--- src/rtl/mips_consts.svh ---
`ifndef MIPS_CONSTS_SVH
`define MIPS_CONSTS_SVH

`define XLEN       32
`define REGS       32
`define REG_AW     5
`define RESET_PC   32'h0000_0000
`define IMEM_WORDS 64
`define DMEM_WORDS 64

// major opcodes
`define OP_RTYPE   6'h00
`define OP_J       6'h02
`define OP_BEQ     6'h04
`define OP_ADDIU   6'h09
`define OP_LUI     6'h0f
`define OP_LW      6'h23
`define OP_SW      6'h2b

// funct field, only meaningful under OP_RTYPE
`define FN_ADDU    6'h21
`define FN_SUBU    6'h23
`define FN_AND     6'h24
`define FN_OR      6'h25
`define FN_SLT     6'h2a

`endif

--- src/rtl/mips_pkg.sv ---
`include "mips_consts.svh"

package mips_pkg;

    typedef struct packed {
        logic [5:0]         op;
        logic [`REG_AW-1:0] rs;
        logic [`REG_AW-1:0] rt;
        logic [`REG_AW-1:0] rd;
        logic [4:0]         sa;
        logic [5:0]         funct;
    } rFmt_s;

    typedef struct packed {
        logic [5:0]         op;
        logic [`REG_AW-1:0] rs;
        logic [`REG_AW-1:0] rt;
        logic [15:0]        imm16;
    } iFmt_s;

    typedef struct packed {
        logic [5:0]  op;
        logic [25:0] target26;
    } jFmt_s;

    // one fetched word, three ways to read it
    typedef union packed {
        rFmt_s rFmt;
        iFmt_s iFmt;
        jFmt_s jFmt;
    } instrWord_u;

    typedef enum logic [2:0] {
        ALU_ADD,
        ALU_SUB,
        ALU_AND,
        ALU_OR,
        ALU_SLT,
        ALU_PASSB
    } aluOp_e;

    typedef struct packed {
        aluOp_e aluOp;
        logic   useImm;   // operand b from the immediate
        logic   regWrite;
        logic   memRead;
        logic   memWrite;
        logic   isBranch;
        logic   isJump;
        logic   dstIsRt;  // i-type writes rt instead of rd
    } ctrl_s;

    typedef struct packed {
        logic [`XLEN-1:0] pc;
        instrWord_u       instr;
        logic             valid;
    } ifId_s;

    typedef struct packed {
        logic [`XLEN-1:0]   pc;
        logic [`REG_AW-1:0] rs;
        logic [`REG_AW-1:0] rt;
        logic [`REG_AW-1:0] wnum;
        logic [`XLEN-1:0]   rsVal;
        logic [`XLEN-1:0]   rtVal;
        logic [`XLEN-1:0]   imm;
        ctrl_s              ctrl;
        logic               valid;
    } idEx_s;

    typedef struct packed {
        logic [`XLEN-1:0]   pc;
        logic [`REG_AW-1:0] wnum;
        logic [`XLEN-1:0]   aluRes;
        logic [`XLEN-1:0]   storeData;
        ctrl_s              ctrl;
        logic               valid;
    } exMem_s;

    typedef struct packed {
        logic [`XLEN-1:0]   pc;
        logic [`REG_AW-1:0] wnum;
        logic [`XLEN-1:0]   result;
        ctrl_s              ctrl;
        logic               valid;
    } memWb_s;

    typedef struct packed {
        logic [`XLEN-1:0] addr;
        logic [`XLEN-1:0] wdata;
        logic             write;
    } dmemReq_s;

endpackage

--- src/rtl/mainDecoder.sv ---
`include "mips_consts.svh"

module mainDecoder (
    input  mips_pkg::instrWord_u instr_i,
    output mips_pkg::ctrl_s      ctrl_o,
    output logic [`XLEN-1:0]     imm_o
);
    import mips_pkg::*;

    logic [`XLEN-1:0] immSext;

    assign immSext = {{(`XLEN-16){instr_i.iFmt.imm16[15]}}, instr_i.iFmt.imm16};

    always_comb begin
        ctrl_o = '0;      // default is a nop with every enable off
        imm_o  = immSext;
        case (instr_i.rFmt.op)
            `OP_RTYPE: begin
                ctrl_o.regWrite = 1'b1;
                case (instr_i.rFmt.funct)
                    `FN_ADDU: ctrl_o.aluOp = ALU_ADD;
                    `FN_SUBU: ctrl_o.aluOp = ALU_SUB;
                    `FN_AND:  ctrl_o.aluOp = ALU_AND;
                    `FN_OR:   ctrl_o.aluOp = ALU_OR;
                    `FN_SLT:  ctrl_o.aluOp = ALU_SLT;
                    default:  ctrl_o.regWrite = 1'b0; // sll 0 and friends land here
                endcase
            end
            `OP_ADDIU: begin
                ctrl_o.useImm   = 1'b1;
                ctrl_o.regWrite = 1'b1;
                ctrl_o.dstIsRt  = 1'b1;
            end
            `OP_LUI: begin
                ctrl_o.aluOp    = ALU_PASSB;
                ctrl_o.useImm   = 1'b1;
                ctrl_o.regWrite = 1'b1;
                ctrl_o.dstIsRt  = 1'b1;
                imm_o           = {instr_i.iFmt.imm16, 16'h0000};
            end
            `OP_LW: begin
                ctrl_o.useImm   = 1'b1;
                ctrl_o.regWrite = 1'b1;
                ctrl_o.memRead  = 1'b1;
                ctrl_o.dstIsRt  = 1'b1;
            end
            `OP_SW: begin
                ctrl_o.useImm   = 1'b1;
                ctrl_o.memWrite = 1'b1;
            end
            `OP_BEQ: begin
                ctrl_o.aluOp    = ALU_SUB; // equal when the difference is zero
                ctrl_o.isBranch = 1'b1;
            end
            `OP_J:   ctrl_o.isJump = 1'b1;
            default: ctrl_o = '0;
        endcase
    end

endmodule

--- src/rtl/regFile.sv ---
`include "mips_consts.svh"

module regFile (
    input  logic               clk,
    input  logic               rst_i,
    input  logic [`REG_AW-1:0] raddrA_i,
    input  logic [`REG_AW-1:0] raddrB_i,
    output logic [`XLEN-1:0]   rdataA_o,
    output logic [`XLEN-1:0]   rdataB_o,
    input  logic               we_i,
    input  logic [`REG_AW-1:0] waddr_i,
    input  logic [`XLEN-1:0]   wdata_i
);

    logic [`XLEN-1:0] regs [`REGS];
    logic             wrLive;

    assign wrLive = we_i && (waddr_i != '0); // r0 stays zero

    always_ff @(posedge clk) begin
        if (rst_i) begin
            for (int i = 0; i < `REGS; i++) begin
                regs[i] <= '0;
            end
        end else if (wrLive) begin
            regs[waddr_i] <= wdata_i;
        end
    end

    // writeback in this cycle is seen by decode right away
    assign rdataA_o = (wrLive && waddr_i == raddrA_i) ? wdata_i : regs[raddrA_i];
    assign rdataB_o = (wrLive && waddr_i == raddrB_i) ? wdata_i : regs[raddrB_i];

endmodule

--- src/rtl/aluUnit.sv ---
`include "mips_consts.svh"

module aluUnit (
    input  mips_pkg::aluOp_e   op_i,
    input  logic [`XLEN-1:0]   a_i,
    input  logic [`XLEN-1:0]   b_i,
    output logic [`XLEN-1:0]   result_o,
    output logic               zero_o
);
    import mips_pkg::*;

    logic lessThan;

    assign lessThan = $signed(a_i) < $signed(b_i);

    always_comb begin
        case (op_i)
            ALU_ADD:   result_o = a_i + b_i;
            ALU_SUB:   result_o = a_i - b_i;
            ALU_AND:   result_o = a_i & b_i;
            ALU_OR:    result_o = a_i | b_i;
            ALU_SLT:   result_o = {{(`XLEN-1){1'b0}}, lessThan};
            ALU_PASSB: result_o = b_i;       // lui
            default:   result_o = '0;
        endcase
    end

    assign zero_o = (result_o == '0); // beq taken flag

endmodule

--- src/rtl/hazardUnit.sv ---
`include "mips_consts.svh"

module hazardUnit (
    input  logic [`REG_AW-1:0] idRs_i,
    input  logic [`REG_AW-1:0] idRt_i,
    input  mips_pkg::idEx_s    ex_i,
    input  mips_pkg::exMem_s   mem_i,
    input  mips_pkg::memWb_s   wb_i,
    input  logic               branchTaken_i,
    input  logic               jumpD_i,
    input  logic               memWait_i,
    output logic [1:0]         fwdA_o,
    output logic [1:0]         fwdB_o,
    output logic               stallF_o,
    output logic               stallD_o,
    output logic               freeze_o,
    output logic               flushD_o,
    output logic               flushE_o
);
    import mips_pkg::*;

    logic loadUse;

    // MEM holds the younger result, so it is checked first
    function automatic logic [1:0] pickSrc(input logic [`REG_AW-1:0] src,
                                           input exMem_s m,
                                           input memWb_s w);
        if (m.valid && m.ctrl.regWrite && m.wnum != '0 && m.wnum == src) begin
            return 2'd1;
        end else if (w.valid && w.ctrl.regWrite && w.wnum != '0 && w.wnum == src) begin
            return 2'd2;
        end
        return 2'd0;
    endfunction

    assign fwdA_o = pickSrc(ex_i.rs, mem_i, wb_i);
    assign fwdB_o = pickSrc(ex_i.rt, mem_i, wb_i);

    // load data only exists at the end of MEM
    assign loadUse = ex_i.valid && ex_i.ctrl.memRead && ex_i.wnum != '0
                     && (ex_i.wnum == idRs_i || ex_i.wnum == idRt_i);

    assign stallF_o = loadUse | memWait_i;
    assign stallD_o = loadUse | memWait_i;
    assign freeze_o = memWait_i;

    // branch in EX beats the jump sitting behind it in decode
    assign flushD_o = ~memWait_i & (branchTaken_i | (jumpD_i & ~loadUse));
    assign flushE_o = ~memWait_i & (branchTaken_i | loadUse);

endmodule

--- src/rtl/mipsDatapath.sv ---
`include "mips_consts.svh"

module mipsDatapath (
    input  logic                clk,
    input  logic                rst_i,
    output logic [`XLEN-1:0]    imemAddr_o,
    input  logic [`XLEN-1:0]    imemData_i,
    output mips_pkg::dmemReq_s  dmemReq_o,
    output logic                dmemValid_o,
    input  logic                dmemReady_i,
    input  logic [`XLEN-1:0]    dmemRdata_i,
    output logic                retireValid_o,
    output logic [`XLEN-1:0]    retirePc_o,
    output logic                retireWen_o,
    output logic [`REG_AW-1:0]  retireWnum_o,
    output logic [`XLEN-1:0]    retireWdata_o
);
    import mips_pkg::*;

    logic [`XLEN-1:0] pcF;
    logic [`XLEN-1:0] pcPlus4F;
    ifId_s            ifId;
    idEx_s            idEx;
    idEx_s            idExNext;
    exMem_s           exMem;
    exMem_s           exMemNext;
    memWb_s           memWb;
    memWb_s           memWbNext;

    ctrl_s            ctrlD;
    logic [`XLEN-1:0] immD;
    logic [`XLEN-1:0] rsValD;
    logic [`XLEN-1:0] rtValD;
    logic [`XLEN-1:0] pcPlus4D;
    logic [`XLEN-1:0] jumpTargetD;
    logic             jumpD;

    logic [`XLEN-1:0] srcA;
    logic [`XLEN-1:0] rtFwd;
    logic [`XLEN-1:0] srcB;
    logic [`XLEN-1:0] aluResE;
    logic [`XLEN-1:0] branchTarget;
    logic             zeroE;
    logic             branchTaken;

    logic [1:0]       fwdA;
    logic [1:0]       fwdB;
    logic             stallF;
    logic             stallD;
    logic             freeze;
    logic             flushD;
    logic             flushE;
    logic             memWait;
    logic             regWe;

    function automatic logic [`XLEN-1:0] fwdPick(input logic [1:0] sel,
                                                 input logic [`XLEN-1:0] regVal,
                                                 input logic [`XLEN-1:0] memVal,
                                                 input logic [`XLEN-1:0] wbVal);
        case (sel)
            2'd1:    return memVal;
            2'd2:    return wbVal;
            default: return regVal;
        endcase
    endfunction

    // fetch
    assign pcPlus4F   = pcF + 32'd4;
    assign imemAddr_o = pcF;

    always_ff @(posedge clk) begin
        if (rst_i) begin
            pcF <= `RESET_PC;
        end else if (!freeze) begin
            if (branchTaken) begin
                pcF <= branchTarget;
            end else if (!stallF) begin
                pcF <= jumpD ? jumpTargetD : pcPlus4F;
            end
        end
    end

    always_ff @(posedge clk) begin
        if (rst_i) begin
            ifId.valid <= 1'b0;
        end else if (flushD) begin
            ifId.valid <= 1'b0; // wrong-path fetch
        end else if (!stallD) begin
            ifId.pc    <= pcF;
            ifId.instr <= imemData_i;
            ifId.valid <= 1'b1;
        end
    end

    // decode
    mainDecoder u_mainDecoder (
        .instr_i (ifId.instr),
        .ctrl_o  (ctrlD),
        .imm_o   (immD)
    );

    regFile u_regFile (
        .clk      (clk),
        .rst_i    (rst_i),
        .raddrA_i (ifId.instr.rFmt.rs),
        .raddrB_i (ifId.instr.rFmt.rt),
        .rdataA_o (rsValD),
        .rdataB_o (rtValD),
        .we_i     (regWe),
        .waddr_i  (memWb.wnum),
        .wdata_i  (memWb.result)
    );

    assign pcPlus4D    = ifId.pc + 32'd4;
    assign jumpTargetD = {pcPlus4D[31:28], ifId.instr.jFmt.target26, 2'b00};
    assign jumpD       = ifId.valid & ctrlD.isJump;

    always_comb begin
        idExNext.pc    = ifId.pc;
        idExNext.rs    = ifId.instr.rFmt.rs;
        idExNext.rt    = ifId.instr.rFmt.rt;
        idExNext.wnum  = ctrlD.dstIsRt ? ifId.instr.rFmt.rt : ifId.instr.rFmt.rd;
        idExNext.rsVal = rsValD;
        idExNext.rtVal = rtValD;
        idExNext.imm   = immD;
        idExNext.ctrl  = ctrlD;
        idExNext.valid = ifId.valid;
    end

    always_ff @(posedge clk) begin
        if (rst_i) begin
            idEx.valid <= 1'b0;
        end else if (!freeze) begin
            if (flushE) begin
                idEx.valid <= 1'b0; // bubble for load-use or taken beq
            end else begin
                idEx <= idExNext;
            end
        end
    end

    // execute
    assign srcA  = fwdPick(fwdA, idEx.rsVal, exMem.aluRes, memWb.result);
    assign rtFwd = fwdPick(fwdB, idEx.rtVal, exMem.aluRes, memWb.result);
    assign srcB  = idEx.ctrl.useImm ? idEx.imm : rtFwd;

    aluUnit u_aluUnit (
        .op_i     (idEx.ctrl.aluOp),
        .a_i      (srcA),
        .b_i      (srcB),
        .result_o (aluResE),
        .zero_o   (zeroE)
    );

    assign branchTaken  = idEx.valid & idEx.ctrl.isBranch & zeroE;
    assign branchTarget = idEx.pc + 32'd4 + {idEx.imm[29:0], 2'b00};

    always_comb begin
        exMemNext.pc        = idEx.pc;
        exMemNext.wnum      = idEx.wnum;
        exMemNext.aluRes    = aluResE;
        exMemNext.storeData = rtFwd;
        exMemNext.ctrl      = idEx.ctrl;
        exMemNext.valid     = idEx.valid;
    end

    always_ff @(posedge clk) begin
        if (rst_i) begin
            exMem.valid <= 1'b0;
        end else if (!freeze) begin
            exMem <= exMemNext;
        end
    end

    // memory, request held steady by the freeze
    assign dmemReq_o   = '{addr: exMem.aluRes, wdata: exMem.storeData,
                           write: exMem.ctrl.memWrite};
    assign dmemValid_o = exMem.valid & (exMem.ctrl.memRead | exMem.ctrl.memWrite);
    assign memWait     = dmemValid_o & ~dmemReady_i;

    always_comb begin
        memWbNext.pc     = exMem.pc;
        memWbNext.wnum   = exMem.wnum;
        memWbNext.result = exMem.ctrl.memRead ? dmemRdata_i : exMem.aluRes;
        memWbNext.ctrl   = exMem.ctrl;
        memWbNext.valid  = exMem.valid;
    end

    always_ff @(posedge clk) begin
        if (rst_i) begin
            memWb.valid <= 1'b0;
        end else if (!freeze) begin
            memWb <= memWbNext;
        end
    end

    hazardUnit u_hazardUnit (
        .idRs_i        (ifId.instr.rFmt.rs),
        .idRt_i        (ifId.instr.rFmt.rt),
        .ex_i          (idEx),
        .mem_i         (exMem),
        .wb_i          (memWb),
        .branchTaken_i (branchTaken),
        .jumpD_i       (jumpD),
        .memWait_i     (memWait),
        .fwdA_o        (fwdA),
        .fwdB_o        (fwdB),
        .stallF_o      (stallF),
        .stallD_o      (stallD),
        .freeze_o      (freeze),
        .flushD_o      (flushD),
        .flushE_o      (flushE)
    );

    // writeback, counted once when the pipe moves on
    assign regWe         = memWb.valid & memWb.ctrl.regWrite & ~freeze;
    assign retireValid_o = memWb.valid & ~freeze;
    assign retirePc_o    = memWb.pc;
    assign retireWen_o   = regWe;
    assign retireWnum_o  = memWb.wnum;
    assign retireWdata_o = memWb.result;

endmodule

--- config.mk ---
export PLATFORM = sky130hd
export DESIGN_NAME = mipsDatapath
export DESIGN_NICKNAME = d
export VERILOG_FILES = /design/src/rtl/mips_pkg.sv /design/src/rtl/mainDecoder.sv /design/src/rtl/regFile.sv /design/src/rtl/aluUnit.sv /design/src/rtl/hazardUnit.sv /design/src/rtl/mipsDatapath.sv
export VERILOG_INCLUDE_DIRS = /design/src /design/src/rtl
export SDC_FILE = /design/constraint.sdc
export NUM_CORES = 2
export LEC_CHECK = 0
export BUFFER_PORTS_ARGS = -buffer_cell sky130_fd_sc_hd__buf_2
export CAP_MARGIN = 20
export CORE_ASPECT_RATIO = 0.8
export CORE_MARGIN = 2
export CORE_UTILIZATION = 40
export DETAILED_ROUTE_END_ITERATION = 10
export SYNTH_ARGS = -nofsm -noshare
export SYNTH_HDL_FRONTEND = slang
export SYNTH_SLANG_ARGS = --single-unit
--- constraint.sdc ---
create_clock -name clk -period 13.3 [get_ports clk]
set_clock_uncertainty 0.15 [all_clocks]
set_input_delay 1.995 -clock clk [delete_from_list [all_inputs] [get_ports clk]]
set_output_delay 1.995 -clock clk [all_outputs]
set_load 0.03 [all_outputs]
Word level (Yosys, flattened, before mapping)

Memory sizes are Yosys's and may differ from the RTL's. A register that Yosys moved wholly into a read port is not among the register bits.
Index checks and enable logic that the tools add are counted.

Add/sub/neg operators: 6
$lt $le $gt $ge: 1
Equality and inequality tests: 27
Multiplexer cells: 39
Bitwise operators: 24
Reduce and logical (&&, ||, !) cells: 28

Operators with widths:

| kind                  | count |
|---|---|
| $mux 32               | 6 |
| $pmux 32 s6           | 1 |
| $pmux 32 s2           | 2 |
| $add 32x3->32 const B | 3 |
| $add 32x32->32        | 2 |
| $eq 6x6->1 const B    | 7 |
| $and 32x32->32        | 1 |
| $logic_not 32->1      | 1 |
| $lt 32x32->1          | 1 |
| $or 32x32->32         | 1 |
| $reduce_or 32->1      | 1 |
| $sub 32x32->32        | 1 |
| $mux 31               | 1 |
| $eq 5x5->1            | 6 |
| $mux 1                | 18 |
| $reduce_bool 5->1     | 3 |
| $eq 6x4->1 const B    | 2 |
| $logic_and 1x1->1     | 12 |
| $mux 2                | 6 |
| $pmux 3 s4            | 1 |
| $and 1x1->1           | 11 |
| $mux 5                | 2 |
| $pmux 3 s3            | 1 |
| $not 1->1             | 7 |
| other kinds (19)      | 28 |

Register bits: 361
RAM bits: 1,024
Output and inout bits: 169
Memories: 1

Memory list:

| name           | depth | width | rd ports | clocked after Yosys merged registers in | write ports | RTL line      | source |
|---|---|---|---|---|---|---|---|
| u_regFile.regs | 32    | 32    | 2        | 2                                       | 32          | regFile.sv:15 | `` logic [`XLEN-1:0] regs [`REGS]; `` |

Logic depth before layout (Yosys ltp)

Depth in word-level cells: 17
Depth in mapped cells: 29
Depth with buffers taken out: 22

Modules after synthesis

Synthesis repeated with hierarchy kept, for this count alone.

Cells, all modules: 5,917
Area total of the unflattened synthesis: 80,643.6 sq um

By module, submodules not included:

| module       | times used | cells each | area an instance (sq um) |
|---|---|---|---|
| regFile      | 1          | 3,494      | 54,461.0 |
| mipsDatapath | 1          | 1,427      | 19,622.6 |
| aluUnit      | 1          | 866        | 5,630.4 |
| mainDecoder  | 1          | 73         | 476.7 |
| hazardUnit   | 1          | 57         | 452.9 |

Worst setup path before layout

OpenSTA, ideal clock, no wires.

Path kind: register to register
Start: register exMem[76] (netlist name)
End: register ifId (netlist bit idExNext[112]), enable pin
Arrival time: 11.993 ns
Data required time: 12.507 ns
Path slack: 0.514 ns
Cell stages (with the launch flop): 27
Buffers on the path: 8
Clock period less this slack: 12.786 ns
Cells stage by stage: edfxtp_1 > or4_1 > o211ai_2 > or2_4 > buf_6 > buf_6 > buf_2 > buf_2 > buf_1 > a31oi_1 > mux2_2 > ha_1 > clkbuf_1 > a21oi_1 > or3_1 > a311oi_1 > o31ai_1 > nor3b_1 > o211ai_1 > o211a_1 > or4_1 > o211ai_1 > or4_1 > clkbuf_1 > buf_2 > nor2_1 > nor4_1

RTL lines:

| item                     | RTL line            | source |
|---|---|---|
| start: declaration       | mipsDatapath.sv:25  | `exMem_s exMem;` |
| start signal: assignment | mipsDatapath.sv:171 | `exMem <= exMemNext;` |
| end: declaration         | mipsDatapath.sv:22  | `ifId_s ifId;` |

==> metrics.md <==
| Metric | Value |
|---|---|
| Status | `completed` |
| 1st-iter DRT viols | `7929` |
| Fillers | `17.8k` |
| Crit path top cell by count | `buf_4` |
| Initial antenna violation count | `26` |
| Post-layout nets | `6015` |
| CP Launch Type | `register` |
| DP HPWL | `177 mm` |
| Clock power share | `37.3%` |
| Inst Count DP | `8315` |
| GPL Wtd Cong | `~0.96` |
| Floorplan row count | `147` |
| Crit-path slowest cell | `or3_1` |
| H-tree depth | `4` |
| Synth Area per Inst | `13.8 um2` |
| CP cell instances | `or3_1 -> o311a_1 -> nand2_1 -> buf_4 -> mux2i_1 -> o21ai_0 -> mux2i_1 -> inv_1 -> ha_1 -> nor4_1 -> o21ai_0 -> a31oi_1 -> a311o_1 -> a32oi_1 -> xnor2_1 -> o221ai_1 -> or4_4 -> or4_1 -> buf_4 -> o21ai_1 -> inv_6 -> buf_4` |
| Setup_tns | `0 ps` |
| Post-synth ARST share | `0%` |
| Vias in the first global route | `51.2k` |
| First-pass GRT wire length | `393 mm` |
| CP required | `13560 ps` |
| R2R Path Start | `retireWnum_o[3]` |
| PortBufs | `235` |
| Post-DRT Antenna Nets | `0` |
| Clock latency on the worst-skew pair | `810 ps` |
| Lkg Pwr | `32.5 nW` |
| Gr usage total | `roughly 27%` |
| Crit path to | `idEx[64]` |
| Final wirelength | `281 mm` |
| Int Pwr | `8.55 mW` |
| PwrDens | `between 100 and 150 mW/mm2` |
| I/O pin count | `236` |
| Worst Max-Slew Pin Slew | `1120 ps` |
| Crit path arrival time | `9640 ps` |
| CTS root buf | `clkbuf_16` |
| Post-CTS Resized | `0` |
| First-pass DRT Iterations | `6` |
| Fmax | `107 MHz` |
| Post-CTS setup buffer count | `0` |
| Post-DR wirelength/cell | `between 30 and 40 um` |
| Vias per inst | `6.13` |
| Die Y | `405 um` |
| Max-slew headroom | `about a quarter` |
| Min cycle time layout | `roughly 9400 ps` |
| Crit Path Category | `register to register` |
| Slew Viols, Final | `0` |
| Unique masters post-synth | `96` |
| Element type at the critical path end | `register` |
| Max incr delay on CP | `640 ps` |
| RSZ-0062 raised after global routing | `no` |
| GRT overflow | `0` |
| Final hold vios | `0` |
| Die area | `~0.20 mm2` |
| Total number of vias | `roughly 53k` |
| Final instance count without filler cells | `8601` |
| Synth Flop Type | `edfxtp_1` |
| DIE WIDTH | `between 500 and 600 um` |
| Register Area | `0.0432 mm2` |
| DRC Markers | `0` |
| Total power | `roughly 12 mW` |
| R2r endpoint | `idEx[64]` |
| Longest Clk Path Bufs | `3` |
| Clock slew at reported path FFs | `60 ps` |
| Max cap viols | `0` |
| Synthesis-to-layout area growth | `10.6%` |
| Maximum VDD drop | `0.179 mV` |
| Post-synth EDFFs | `1413` |
| Core box area | `0.200 mm2` |
| Reg power frac | `45.7%` |
| Post-Syn Instances | `about 5.8k` |
| TritonCTS Sinks | `1449` |
| Cts-stage hold buffer count | `0` |
| Logic pwr share | `17.0%` |
| Sw frac | `28.4%` |
| Cts bufs inserted | `151` |
| Synth Warn # | `0` |
| Share of layout cells above drive strength 1 | `between 20% and 30%` |
| Min-delay worst type | `register to register` |
| NetSw | `3.39 mW` |
| Initial core utilization | `around two fifths` |
| Tcrit/Tclk final | `just over 70%` |
| Area of the multi-input gates | `0.0343 mm2` |
| Worst Reg-to-Reg Cells | `22` |
| Sequential fraction of the synthesis area | `53.7%` |
| Largest net degree at the start of global routing | `138` |
| Max FO, Critical Path | `between 80 and 90` |
| CTS tree | `built` |
| Flop and latch count out of synthesis | `1449` |
| Final setup viols | `0` |
| Netlist Area Pre-Place | `0.0804 mm2` |
| R2R Setup Slk | `3920 ps` |
| CP startpoint | `retireWnum_o[3]` |
power groups by stage:
stage / clock network [mW] / registers, mW / logic, mW
2_1_floorplan: 0 / 5.46 / 1.35
3_3_place_gp: 0 / 5.54 / 1.99
3_5_place_dp: 0 / 5.55 / 1.99
4_1_cts: 4.51 / 5.45 / 2.00
5_1_grt: 4.68 / 5.48 / 2.14
6_report: 4.46 / 5.46 / 2.03
synthesized netlist by cell type, drive strengths merged (37+ instances only):
library cell,n,area (um2)
edfxtp,1413,42400
nand3,58,290
a21o,41,308
ha,156,1950
xnor2,60,526
and2,1001,6260
a211oi,37,278
o22ai,39,244
xor2,45,394
o21ai,140,701
a21oi,223,1120
or2,42,265
nand2,222,833
nor2,276,1050
nor2b,41,257
mux4,641,14400
a31oi,46,294
buf,218,1360
mux2i,117,1190
nor3,60,300
clkbuf,401,1510
inv,127,477
mux2,43,488
worst min path at each step:
stage	startpoint	end	slack, ps	depth (start not counted)
detailed placement	idExNext[123]	exMemNext[81]	250	0
CTS	idExNext[123]	exMemNext[81]	270	0
global route	exMem[96]	retirePc_o[16]	280	0
global placement	exMem[96]	retirePc_o[16]	250	0
floorplan	exMemNext[4]	dmemReq_o[0]	250	0
finish	exMem[86]	retirePc_o[6]	270	0
worst max-delay path: cells and delay by family, from the launching register on:
kind,cells,cell delay [ps]
compound gates,8,2820
xor+xnor,1,200
fa+ha+maj,1,450
buf+inv,5,1650
flops,1,590
mux,2,570
simple gates,5,2330
sequential cells by signal, summed over array words and instances, names as in the netlist, 5 cells and up:
signal	cells
u_regFile.regs	1024
idEx	106
dmemReq_o	65
exMemNext	46
idExNext	43
exMem	40
imemAddr_o	32
retirePc_o	32
retireWdata_o	32
ifId	22
retireWnum_o	5
stage by stage:
stage	area [um2]	setup slack (ps)	util, %	hold WS [ps]
6_report	88900	3920	44.4	267
5_1_grt	88900	3460	44.4	276
4_1_cts	88800	4100	44.4	269
3_5_place_dp	83800	4160	41.9	255
3_3_place_gp	83800	4420	41.9	251
2_1_floorplan	80500	514	-	250
cell type report:
| cell class | instances | share of cell area [%] |
|---|---|---|
| multi-input combinational | 3653 | 38.5 |
| antenna | 6 | 0.0169 |
| tap | 2682 | 3.78 |
| clock inverter | 96 | 1.22 |
| clock buffer | 181 | 4.47 |
| timing repair buffer | 405 | 2.85 |
| inverter | 129 | 0.551 |
| sequential | 1449 | 48.6 |
metal layers:
metal	global-route usage [%]	vias up	wire length [um]
met5	0.0942	-	41
met4	8.67	6	9030
met3	5.97	454	30300
met2	39.6	3137	123000
met1	39.8	27200	118000
li1	-	21900	-
logic make-up after synthesis:
family                     count (synthesis)  synth area share, %
AOI/OAI and AO/OA                        715                 5.68
xor gates and xnor gates                 105                 1.14
adders and majority gates                159                 2.50
buffers and inverters                    748                 4.17
DFF                                     1449                 53.7
muxes                                    801                 20.0
other                                      1              0.00467
and+or+nand+nor                         1841                 12.8
cells in the final DEF (no fill, tap or decap), types with 42 or more instances in the layout:
cell / netlist / layout
o21ai_0: 136 / 136
mux2i_1: 114 / 114
nor2_1: 272 / 238
nand2_1: 222 / 222
nor3_1: 60 / 59
buf_2: 15 / 234
and2_1: 1001 / 1001
xnor2_1: 60 / 60
mux4_2: 641 / 641
mux2_2: 42 / 42
a21oi_1: 223 / 223
inv_1: 124 / 123
ha_1: 156 / 156
a31oi_1: 45 / 45
edfxtp_1: 1413 / 1413
xor2_1: 45 / 45
clkbuf_16: 0 / 155
nand3_1: 58 / 58
buf_4: 134 / 163
Note: power is estimated with default switching activity, not from simulation.
